<file path="src/hw/mfifoPkg.sv">
package mfifoPkg;

  // Number of logical FIFOs sharing the storage
  localparam int NumFifos = 4;
  // Entries in the shared data RAM
  localparam int Depth = 16;
  // Payload width
  localparam int Width = 8;
  localparam int FifoIdWidth = 2;
  localparam int AddrWidth = 4;
  // Wide enough to hold Depth itself
  localparam int CountWidth = 5;

  // Push request from the sender
  typedef struct packed {
    logic valid;
    logic [FifoIdWidth-1:0] fifoId;
    logic [Width-1:0] data;
  } pushReqT;

  // Entry handed back to the freelist
  typedef struct packed {
    logic valid;
    logic [AddrWidth-1:0] entry;
  } deallocT;

  // Freshly written entry to be linked onto a FIFO tail
  typedef struct packed {
    logic valid;
    logic [FifoIdWidth-1:0] fifoId;
    logic [AddrWidth-1:0] entry;
  } appendT;

  // Pop-side staging buffer state
  typedef enum logic [1:0] {
    StageEmpty,
    StageFetching,
    StageFull
  } stageStateT;

endpackage
</file>
<file path="src/hw/sharedMultiFifo.sv">
`timescale 1ns/1ps

module sharedMultiFifo
  import mfifoPkg::*;
(
  input  logic                           clk,
  input  logic                           rst,
  input  pushReqT                        push,
  output logic                           pushCredit,
  output logic                           pushFull,
  output logic                           receiverInReset,
  output logic [NumFifos-1:0]            popValid,
  input  logic [NumFifos-1:0]            popReady,
  output logic [NumFifos-1:0][Width-1:0] popData
);

  // Input side to linked lists
  appendT append;
  // Linked lists to output side
  logic [NumFifos-1:0] headValid;
  logic [NumFifos-1:0][AddrWidth-1:0] head;
  logic [NumFifos-1:0] headTake;
  // Arbitration for the single RAM read port
  logic [NumFifos-1:0] request;
  logic [NumFifos-1:0] grant;
  logic enableUpdate;
  // Data RAM ports
  logic wrValid;
  logic [AddrWidth-1:0] wrAddr;
  logic [Width-1:0] wrData;
  logic rdValid;
  logic [AddrWidth-1:0] rdAddr;
  logic [Width-1:0] rdData;
  // Freed entries back to the freelist
  deallocT dealloc;

  pushCreditCtrl pushCtrl0 (
    .clk, .rst, .push, .dealloc, .pushCredit, .pushFull, .receiverInReset,
    .append, .wrValid, .wrAddr, .wrData
  );

  linkedListMgr listMgr0 (
    .clk, .rst, .append, .headTake, .headValid, .head
  );

  popStagingCtrl popCtrl0 (
    .clk, .rst, .headValid, .head, .grant, .request, .enableUpdate, .headTake,
    .rdValid, .rdAddr, .rdData, .dealloc, .popValid, .popReady, .popData
  );

  rrArbiter arb0 (
    .clk, .rst, .request, .enableUpdate, .grant
  );

  dataRam ram0 (
    .clk, .wrValid, .wrAddr, .wrData, .rdValid, .rdAddr, .rdData
  );

endmodule

</file>
<file path="src/hw/popStagingCtrl.sv">
`timescale 1ns/1ps

module popStagingCtrl
  import mfifoPkg::*;
(
  input  logic                               clk,
  input  logic                               rst,
  input  logic [NumFifos-1:0]                headValid,
  input  logic [NumFifos-1:0][AddrWidth-1:0] head,
  input  logic [NumFifos-1:0]                grant,
  output logic [NumFifos-1:0]                request,
  output logic                               enableUpdate,
  output logic [NumFifos-1:0]                headTake,
  output logic                               rdValid,
  output logic [AddrWidth-1:0]               rdAddr,
  input  logic [Width-1:0]                   rdData,
  output deallocT                            dealloc,
  output logic [NumFifos-1:0]                popValid,
  input  logic [NumFifos-1:0]                popReady,
  output logic [NumFifos-1:0][Width-1:0]     popData
);

  // One-entry staging buffer per FIFO
  stageStateT state [NumFifos];
  logic [NumFifos-1:0][Width-1:0] stageData;
  // Binary index of the granted FIFO
  logic [FifoIdWidth-1:0] grantId;
  logic anyGrant;
  // Read in flight to the data RAM, one cycle deep
  logic pendValid;
  logic [FifoIdWidth-1:0] pendFifo;
  logic [AddrWidth-1:0] pendAddr;

  always_comb begin
    grantId = '0;
    for (int f = 0; f < NumFifos; f++) begin
      if (grant[f]) begin
        grantId = FifoIdWidth'(f);
      end
    end
  end

  assign anyGrant = |grant;

  // A stage asks for the RAM port when it is idle and has data waiting
  always_comb begin
    for (int f = 0; f < NumFifos; f++) begin
      request[f] = (state[f] == StageEmpty) && headValid[f];
      popValid[f] = (state[f] == StageFull);
    end
  end

  // The winner's head is read and unlinked in the same cycle
  assign headTake = grant;
  assign rdValid = anyGrant;
  assign rdAddr = head[grantId];
  // Rotate priority only when the port was actually used
  assign enableUpdate = anyGrant;

  // Entry goes back to the freelist as its data lands in the stage
  assign dealloc.valid = pendValid;
  assign dealloc.entry = pendAddr;

  assign popData = stageData;

  // Track the outstanding read
  always_ff @(posedge clk) begin
    if (rst) begin
      pendValid <= 1'b0;
    end else begin
      pendValid <= anyGrant;
    end
  end

  always_ff @(posedge clk) begin
    if (anyGrant) begin
      pendFifo <= grantId;
      pendAddr <= head[grantId];
    end
  end

  // Stage state machines
  always_ff @(posedge clk) begin
    if (rst) begin
      for (int f = 0; f < NumFifos; f++) begin
        state[f] <= StageEmpty;
      end
    end else begin
      for (int f = 0; f < NumFifos; f++) begin
        case (state[f])
          StageEmpty: begin
            if (grant[f]) begin
              state[f] <= StageFetching;
            end
          end
          StageFetching: begin
            // RAM latency is one cycle, so data is due now
            if (pendValid && (pendFifo == FifoIdWidth'(f))) begin
              state[f] <= StageFull;
            end
          end
          StageFull: begin
            // Held here while popReady is low
            if (popReady[f]) begin
              state[f] <= StageEmpty;
            end
          end
          default: begin
            state[f] <= StageEmpty;
          end
        endcase
      end
    end
  end

  // Capture the read data into the stage that asked for it
  always_ff @(posedge clk) begin
    if (pendValid) begin
      stageData[pendFifo] <= rdData;
    end
  end

endmodule

</file>
<file path="src/hw/linkedListMgr.sv">
`timescale 1ns/1ps

module linkedListMgr
  import mfifoPkg::*;
(
  input  logic                                 clk,
  input  logic                                 rst,
  input  appendT                               append,
  input  logic [NumFifos-1:0]                  headTake,
  output logic [NumFifos-1:0]                  headValid,
  output logic [NumFifos-1:0][AddrWidth-1:0]   head
);

  // Pointer RAM, one next address per entry, read without latency
  logic [AddrWidth-1:0] nextPtr [Depth];
  logic [NumFifos-1:0][AddrWidth-1:0] tail;
  logic [NumFifos-1:0][CountWidth-1:0] count;
  // Append is addressed to this FIFO
  logic [NumFifos-1:0] appendHit;
  // The appended entry becomes the new head of this FIFO
  logic [NumFifos-1:0] newHead;
  // The old tail is a live entry of the target list and gets linked
  logic ptrWrite;

  always_comb begin
    for (int f = 0; f < NumFifos; f++) begin
      appendHit[f] = append.valid && (append.fifoId == FifoIdWidth'(f));
      headValid[f] = (count[f] != '0);
      // Empty now, or its last item leaves in this very cycle
      newHead[f] = (count[f] == '0) || ((count[f] == CountWidth'(1)) && headTake[f]);
    end
  end

  // An empty list has a stale tail that may already belong to another
  // FIFO, so its pointer must not be touched
  assign ptrWrite = append.valid && headValid[append.fifoId];

  // Item counts are the only control state here
  always_ff @(posedge clk) begin
    if (rst) begin
      count <= '0;
    end else begin
      for (int f = 0; f < NumFifos; f++) begin
        // Append plus take on one FIFO leaves the count as it was
        count[f] <= count[f] + CountWidth'(appendHit[f]) - CountWidth'(headTake[f]);
      end
    end
  end

  // Head and tail registers follow the count
  always_ff @(posedge clk) begin
    for (int f = 0; f < NumFifos; f++) begin
      if (appendHit[f]) begin
        tail[f] <= append.entry;
      end
      if (appendHit[f] && newHead[f]) begin
        head[f] <= append.entry;
      end else if (headTake[f]) begin
        // Step along the list to the next entry
        head[f] <= nextPtr[head[f]];
      end
    end
  end

  // Link the new entry behind the current tail
  // With two or more items the head and tail differ, so this write never
  // collides with the head read above
  always_ff @(posedge clk) begin
    if (ptrWrite) begin
      nextPtr[tail[append.fifoId]] <= append.entry;
    end
  end

endmodule

</file>
<file path="src/hw/pushCreditCtrl.sv">
`timescale 1ns/1ps

module pushCreditCtrl
  import mfifoPkg::*;
(
  input  logic                 clk,
  input  logic                 rst,
  input  pushReqT              push,
  input  deallocT              dealloc,
  output logic                 pushCredit,
  output logic                 pushFull,
  output logic                 receiverInReset,
  output appendT               append,
  output logic                 wrValid,
  output logic [AddrWidth-1:0] wrAddr,
  output logic [Width-1:0]     wrData
);

  // Circular queue of free entry addresses
  logic [AddrWidth-1:0] freeList [Depth];
  // Next address to hand out
  logic [AddrWidth-1:0] rdPtr;
  // Slot where the next returned address is stored
  logic [AddrWidth-1:0] wrPtr;
  // Number of addresses currently in the queue
  logic [CountWidth-1:0] freeCount;
  logic [AddrWidth-1:0] allocEntry;

  // The head of the freelist is the entry a push would land in
  assign allocEntry = freeList[rdPtr];

  // Push data goes straight into the data RAM in the push cycle
  assign wrValid = push.valid;
  assign wrAddr = allocEntry;
  assign wrData = push.data;

  // The same entry is linked onto the tail of the target FIFO
  assign append.valid = push.valid;
  assign append.fifoId = push.fifoId;
  assign append.entry = allocEntry;

  // No free entry left, so the sender must be out of credits too
  assign pushFull = (freeCount == '0);

  // Freelist bookkeeping
  always_ff @(posedge clk) begin
    if (rst) begin
      // After reset every entry is free and the queue is full
      for (int i = 0; i < Depth; i++) begin
        freeList[i] <= AddrWidth'(i);
      end
      rdPtr <= '0;
      wrPtr <= '0;
      freeCount <= CountWidth'(Depth);
    end else begin
      // A push consumes the address at the read pointer
      if (push.valid) begin
        rdPtr <= rdPtr + AddrWidth'(1);
      end
      // A deallocation appends the returned address at the write pointer
      if (dealloc.valid) begin
        freeList[wrPtr] <= dealloc.entry;
        wrPtr <= wrPtr + AddrWidth'(1);
      end
      // Both may happen in one cycle and then cancel out
      freeCount <= freeCount + CountWidth'(dealloc.valid) - CountWidth'(push.valid);
    end
  end

  // Credit return, one pulse per freed entry
  always_ff @(posedge clk) begin
    if (rst) begin
      pushCredit <= 1'b0;
    end else begin
      pushCredit <= dealloc.valid;
    end
  end

  // Tells the sender when it may reload its Depth credits
  // It drops on the first cycle out of reset
  always_ff @(posedge clk) begin
    if (rst) begin
      receiverInReset <= 1'b1;
    end else begin
      receiverInReset <= 1'b0;
    end
  end

endmodule

</file>
<file path="src/hw/rrArbiter.sv">
`timescale 1ns/1ps

module rrArbiter
  import mfifoPkg::*;
(
  input  logic                clk,
  input  logic                rst,
  input  logic [NumFifos-1:0] request,
  input  logic                enableUpdate,
  output logic [NumFifos-1:0] grant
);

  // Highest priority position
  logic [FifoIdWidth-1:0] ptr;
  logic [FifoIdWidth-1:0] idx;
  logic [FifoIdWidth-1:0] winner;
  logic found;

  // Scan from the pointer and wrap, first requester wins
  always_comb begin
    grant = '0;
    winner = ptr;
    found = 1'b0;
    idx = ptr;
    for (int i = 0; i < NumFifos; i++) begin
      // Index wraps naturally since NumFifos is a power of two
      idx = ptr + FifoIdWidth'(i);
      if (!found && request[idx]) begin
        found = 1'b1;
        winner = idx;
        grant[idx] = 1'b1;
      end
    end
  end

  // The winner drops to lowest priority once its grant is used
  always_ff @(posedge clk) begin
    if (rst) begin
      ptr <= '0;
    end else if (enableUpdate && found) begin
      ptr <= winner + FifoIdWidth'(1);
    end
  end

endmodule

</file>
<file path="src/hw/dataRam.sv">
`timescale 1ns/1ps

module dataRam
  import mfifoPkg::*;
(
  input  logic                 clk,
  input  logic                 wrValid,
  input  logic [AddrWidth-1:0] wrAddr,
  input  logic [Width-1:0]     wrData,
  input  logic                 rdValid,
  input  logic [AddrWidth-1:0] rdAddr,
  output logic [Width-1:0]     rdData
);

  logic [Width-1:0] mem [Depth];

  always_ff @(posedge clk) begin
    if (wrValid) begin
      mem[wrAddr] <= wrData;
    end
  end

  // Registered read, data shows up the cycle after the address
  always_ff @(posedge clk) begin
    if (rdValid) begin
      rdData <= mem[rdAddr];
    end
  end

endmodule

</file>
<file path="config.mk">
export PLATFORM = sky130hd
export DESIGN_NAME = sharedMultiFifo
export DESIGN_NICKNAME = d
export VERILOG_FILES = /design/src/hw/mfifoPkg.sv /design/src/hw/sharedMultiFifo.sv /design/src/hw/popStagingCtrl.sv /design/src/hw/linkedListMgr.sv /design/src/hw/pushCreditCtrl.sv /design/src/hw/rrArbiter.sv /design/src/hw/dataRam.sv
export SDC_FILE = /design/constraint.sdc
export NUM_CORES = 1
export LEC_CHECK = 0
export BUFFER_PORTS_ARGS = -buffer_cell sky130_fd_sc_hd__buf_2
export CORE_MARGIN = 1
export CORE_UTILIZATION = 61
export DETAILED_ROUTE_END_ITERATION = 12
export PLACE_DENSITY = 0.78
export SYNTH_ARGS = -nofsm -noshare
export SYNTH_HDL_FRONTEND = slang
export SYNTH_SLANG_ARGS = --single-unit
export TNS_END_PERCENT = 20
</file>
<file path="constraint.sdc">
create_clock -name clk -period 4.6 [get_ports clk]
set_input_delay 0.69 -clock clk [delete_from_list [all_inputs] [get_ports clk]]
set_output_delay 0.69 -clock clk [all_outputs]
set_load 0.02 [all_outputs]
</file>
# Yosys cells after proc, flatten, opt, wreduce, memory -nomap -nowiden

Memories as Yosys holds them, arrays and structs flattened. A register that Yosys moved wholly into a read port is not among the register bits.
Index checks and enable logic that the tools add are counted.

Logic and storage cells: 297
Output and inout bits: 39
Register bits: 108
Memories: 4
Bits of input ports: 17
RAM bits: 264

Magnitude comparators: 12
Add/subtract/negate cells: 16
Bitwise operators: 19
Equality and inequality tests: 18
Reductions and logical operators: 62
Muxes and demuxes: 141

Memories:

| memory             | words | bits a word | read ports | clocked after memory_dff | write ports | RTL line             | RTL |
|---|---|---|---|---|---|---|---|
| ram0.mem           | 16    | 8           | 1          | 1                        | 1           | dataRam.sv:15        | `logic [Width-1:0] mem [Depth];` |
| listMgr0.nextPtr   | 16    | 4           | 4          | 4                        | 1           | linkedListMgr.sv:15  | `logic [AddrWidth-1:0] nextPtr [Depth];` |
| pushCtrl0.freeList | 16    | 4           | 1          | 1                        | 16          | pushCreditCtrl.sv:20 | `logic [AddrWidth-1:0] freeList [Depth];` |
| popCtrl0.state     | 4     | 2           | 4          | 0                        | 4           | popStagingCtrl.sv:24 | `stageStateT state [NumFifos];` |

Operators with widths:

| cell                | count |
|---|---|
| $mux 4              | 22 |
| $mux 1              | 84 |
| $mux 2              | 21 |
| $bwmux 32           | 1 |
| $logic_and 1x1->1   | 30 |
| $add 5x1->5         | 5 |
| $logic_not 5->1     | 5 |
| $sub 5x1->5         | 5 |
| $lt 2x3->1 const B  | 7 |
| $eq 5x1->1 const B  | 4 |
| $reduce_bool 5->1   | 4 |
| $bmux 4 s2          | 2 |
| $demux 8 s2         | 1 |
| $eq 2x2->1 const B  | 8 |
| $or 1x1->1          | 16 |
| $eq 2x1->1 const B  | 6 |
| $logic_not 2->1     | 6 |
| $or 4x4->4          | 3 |
| $reduce_or 3->1     | 4 |
| $bmux 1 s2          | 5 |
| $ge 2x1->1 const B  | 5 |
| $add 4x1->4 const B | 2 |
| $demux 1 s2         | 4 |
| $mux 8              | 1 |
| other kinds (6)     | 17 |

# Longest topological paths before layout

An unclocked memory read counts as a cell.

Depth after elaboration: 23
Depth in mapped cells: 21
Mapped depth without buffers: 20

# Modules after synthesis

A second synthesis with hierarchy kept.

Cell total of the unflattened synthesis: 1398
Area total of the unflattened synthesis: 19984.2 um^2

By module, submodules not included:

| module         | sequential area each (um^2) | area an instance (um^2) | cells an instance | times used |
|---|---|---|---|---|
| linkedListMgr  | 3603.5                      | 8255.4                  | 667               | 1 |
| dataRam        | 4083.9                      | 5227.5                  | 229               | 1 |
| pushCreditCtrl | 2302.2                      | 3972.6                  | 315               | 1 |
| popStagingCtrl | 1401.3                      | 1905.6                  | 116               | 1 |
| rrArbiter      | 40.0                        | 623.1                   | 71                | 1 |

# Worst setup path before layout

OpenSTA, ideal clock, no wires.

Path kind: register -> register
From: register arb0.ptr[0]
To: register listMgr0.count[4] (netlist name)
Buffers on the path: 1
Data required time: 4.530 ns
Arrival: 3.974 ns
Stages on the path, launching flop included: 21
Path slack: 0.556 ns
Library setup time: 0.070 ns
Period minus slack after synthesis: 4.044 ns
Cell sequence: dfxtp_1 > clkbuf_1 > inv_2 > ha_1 > nand2b_1 > o22a_1 > and3_1 > a22oi_1 > nor2_1 > a221oi_1 > inv_1 > ha_1 > inv_1 > ha_1 > inv_1 > fa_1 > inv_1 > a21oi_1 > nor2_1 > or3_1 > a21oi_1

Word-level cells in the longest chain between the ends: 13
Elaborated cells on any way between the ends: 48
Classes of those cells: add/sub (4); order compare (8); mux (23); bitwise (3); reduce/logical (10)

RTL lines:

| what                                                                | RTL line            | RTL |
|---|---|---|
| from (decl)                                                         | rrArbiter.sv:14     | `logic [FifoIdWidth-1:0] ptr;` |
| from (signal assigned)                                              | rrArbiter.sv:41     | `ptr <= winner + FifoIdWidth'(1);` |
| parallel branches: the longest is 11 deep, another holds $lt 2x3->1 | n/a                 |  |
| $mux 4 (*)                                                          | rrArbiter.sv:28     | `if (!found && request[idx]) begin` |
| $sub 5x1->5 (*)                                                     | linkedListMgr.sv:45 | `count[f] <= count[f] + CountWidth'(appendHit[f]) - CountWidth'(headTake[f]);` |
| to (signal, indexed assignment)                                     | linkedListMgr.sv:45 |  |
| to (decl)                                                           | linkedListMgr.sv:17 | `logic [NumFifos-1:0][CountWidth-1:0] count;` |

Every way passes the cells marked *. The select of a mux whose other input is x is not followed.
A chain may end at the register's enable or synchronous reset.

# Final worst setup path

From: register arb0.ptr[1]
To: register ram0.rdData[7] (read register of ram0.mem) (data pin)

Word-level cells in the longest chain between the ends: 17
Elaborated cells on any way between the ends: 53
Classes of those cells: add/sub (3); order compare (8); mux (28); bitwise (3); reduce/logical (11)

RTL lines:

| what                                                                | RTL line             | RTL |
|---|---|---|
| parallel branches: the longest is 11 deep, another holds $lt 2x3->1 | n/a                  |  |
| $mux 4 (*)                                                          | rrArbiter.sv:28      |  |
| $mux 1                                                              | popStagingCtrl.sv:37 | `if (grant[f]) begin` |
| $mux 2 (2 in a row)                                                 | popStagingCtrl.sv:37 |  |
| $bmux 4 s2                                                          | popStagingCtrl.sv:56 | `assign rdAddr = head[grantId];` |
| $mux 4 (implied by the code)                                        | popStagingCtrl.sv:56 |  |
| to (decl)                                                           | dataRam.sv:12        | `output logic [Width-1:0] rdData` |

Marks and branches as above.

==> run_results.csv <==
group,metric,value,unit
drt,drtIter0Drc,1060,
sta,hold_viol_final,0,
placement,post-place-ws,0.146,ns
yosys,synthTopCellsByArea,"edfxtp_1 (55%), mux4_2 (13%), dfxtp_1 (6.2%)",
yosys,synth-edff-count,342,
sta,worst_pin_slew,1.08,ns
cells_and_area,most-common-layout-cells,"edfxtp_1 (342), mux4_2 (105), nor2_1 (89)",
cts,cts_tree,"done",
sta,setup-tns-final,0,ns
yosys,postSynthAreaPerCell,15.4,µm²
floorplanning,coreArea,30000,µm²
placement,hpwl,28900,µm
cts,clk_latency,0.56,ns
cts,cts_root_buffer,"clkbuf_16",
setup_path,endpoint_kind,"register",
min_path,hold_path_class,"primary input to register",
sta,max_freq,229,MHz
min_path,holdPathStages,2,
cells_and_area,area_growth,10.6,%
cells_and_area,final_core_util,69.5,%
setup_path,crit_path_max_fanout,18,
floorplanning,initial_utilization,62.8,%
setup_path,crit_slowest_cell,"or4_1",
yosys,synth_warnings,0,
floorplanning,die_h,178,µm
cts,max-clock-path-buffers,3,
drt,wl,41900,µm
sta,fin_crit_sh,95.0,%
yosys,ys_seq_area_share,60.8,%
yosys,syn-cell-area,18800,µm²
yosys,syn_inst,1224,
sta,setup_viol,0,
global_routing,grt_pass1_wl,63800,µm
setup_path,worstSetupPathType,"register to register",
setup_path,critPathBufInv,4,
drt,ant_nets,0,
sta,fin_skew,0.0282,ns
global_routing,antenna_found_initial,0,
placement,gp_congestion,0.916,
placement,port_buffers,55,
setup_path,cp_top_family,"compound AO/OA/AOI/OAI gates",
setup_path,critical_path.max_stage_delay,0.52,ns
sta,drv_slew,0,
job,maxCapViolCount,0,
setup_path,cp.arrival,4.66,ns
yosys,ys_seq_elements,400,
cts,numCtsBuffers,41,
sta,timing.final.crit_period,4.37,ns
cells_and_area,diodes,0,
floorplanning,dieArea,31500,µm²
cells_and_area,final_common_cell,"edfxtp_1",
setup_path,reg2reg_depth,16,
yosys,yosys.area.top_type,"edfxtp_1",
yosys,ys.flop_type,"edfxtp_1",
drt,drcViolationCount,0,
drt,routed-via-count,11100,
cts,path_clk_slew,0.06,ns
sta,fin_hold_ws,0.469,ns
global_routing,grt.overflow.total,0,
yosys,ys_types,72,
yosys,synth_top_area_share,54.6,%
sta,fin_ws,0.228,ns
floorplanning,pin_count,56,
drt,routedWlPerCell,24.6,µm
yosys,synth_nets,1289,
setup_path,required,4.89,ns
setup_path,crit_cells,16,
floorplanning,fp.dieW,178,µm
floorplanning,rows,63,
cells_and_area,drive_above_1_share,23.4,%
cts,htree_levels,2,
cts,cts.sinks,400,
sta,relSlewSlack,27.7,%
setup_path,crit_path_start_kind,"register",
setup_path,crit_chain,"inv_1 -> ha_1 -> nand2_1 -> or3_1 -> o32ai_1 -> a211o_1 -> nand2_1 -> o21a_2 -> inv_1 -> a21oi_2 -> a22oi_2 -> buf_12 -> buf_12 -> mux2i_1 -> o22ai_1 -> or4_1",
cells_and_area,nets,1347,
cts,ctsHoldBuffers,0,
drt,drt_first_pass_iters,5,
global_routing,grt_use_total,27.5,%
global_routing,grt_pass1_vias,10800,
yosys,async_flop_share,0,%
run_status,status,"finished clean",
global_routing,grt_max_degree,64,
drt,viasPerCell,6.54,
-- per-stage QoR --
stage          area, µm²  std cells
2_1_floorplan      18800       1224
3_3_place_gp       19500       1625
3_5_place_dp       19500       1625
4_1_cts            20800       1698
5_1_grt            20800       1702
6_report           20800       1702
-- layout make-up --
| class | instances | area (µm²) |
|---|---|---|
| Sequential cell | 400 | 11400 |
| Inverter | 54 | 210 |
| Clock buffer | 50 | 1060 |
| Multi-Input combinational cell | 707 | 6870 |
| Fill cell | 1965 | 9150 |
| Tap cell | 390 | 488 |
| Clock inverter | 23 | 251 |
| Timing Repair Buffer | 78 | 498 |
-- flip-flops by register name, summed over array words and instances, names as in the netlist, named ones only --
name / flops
ram0.mem: 128
listMgr0.nextPtr: 64
pushCtrl0.freeList: 64
popCtrl0.popData: 32
listMgr0.count: 20
listMgr0.head: 16
listMgr0.tail: 16
popCtrl0.state: 8
ram0.rdData: 8
pushCtrl0.freeCount: 5
popCtrl0.pendAddr: 4
pushCtrl0.rdPtr: 4
pushCtrl0.wrPtr: 4
arb0.ptr: 2
popCtrl0.pendFifo: 2
popCtrl0.pendValid: 1
pushCtrl0.pushCredit: 1
pushCtrl0.receiverInReset: 1
-- worst paths after layout --
kind	startpoint	to	slack, ns
max reg2reg	arb0.ptr[1]	ram0.rdData[7]	0.23
max	arb0.ptr[1]	ram0.rdData[7]	0.23
min reg2reg	listMgr0.head[1]	register	0.49
min	rst	pushCtrl0.pushCredit	0.47
-- synth_stat cells, types with 11 or more instances --
| cell | n |
|---|---|
| dfxtp_1 | 58 |
| nor2b_1 | 17 |
| and2_1 | 35 |
| inv_1 | 50 |
| or2_2 | 18 |
| nor2_1 | 89 |
| nand3_1 | 12 |
| xor2_1 | 12 |
| mux2_2 | 31 |
| nand2b_1 | 16 |
| mux2i_1 | 72 |
| o32ai_1 | 12 |
| nand2_1 | 25 |
| o22ai_1 | 29 |
| clkbuf_1 | 36 |
| edfxtp_1 | 342 |
| xnor2_1 | 11 |
| a21oi_1 | 21 |
| o21ai_0 | 11 |
| buf_1 | 11 |
| ha_1 | 43 |
| mux4_2 | 105 |
| or3_1 | 46 |
-- cell families after synthesis --
| kind of cell | Yosys count | share of synthesized area (%) |
|---|---|---|
| buffers and inverters | 117 | 2.78 |
| and+or+nand+nor | 313 | 9.28 |
| muxes | 212 | 18.5 |
| adders and majority gates | 48 | 3.39 |
| xor gates and xnor gates | 23 | 1.07 |
| AOI/OAI and AO/OA | 111 | 4.23 |
| DFF | 400 | 60.8 |
-- metal layers --
metal	up-vias	share of wire, %	global-route usage, %
met5	-	0	0
met4	0	3.3	10.3
met3	100	9.0	5.98
met2	578	48	43.2
met1	5591	40	37.9
li1	4870	-	-
-- what timing repair did --
action                                  CTS  global route
buffers inserted                          0             4
gates resized for setup                   0             1
endpoints found under the setup margin    0             9
Power is left out: the tool's default activity adds up to more than one toggle a clock period on the data nets, which glitch-free logic cannot reach.
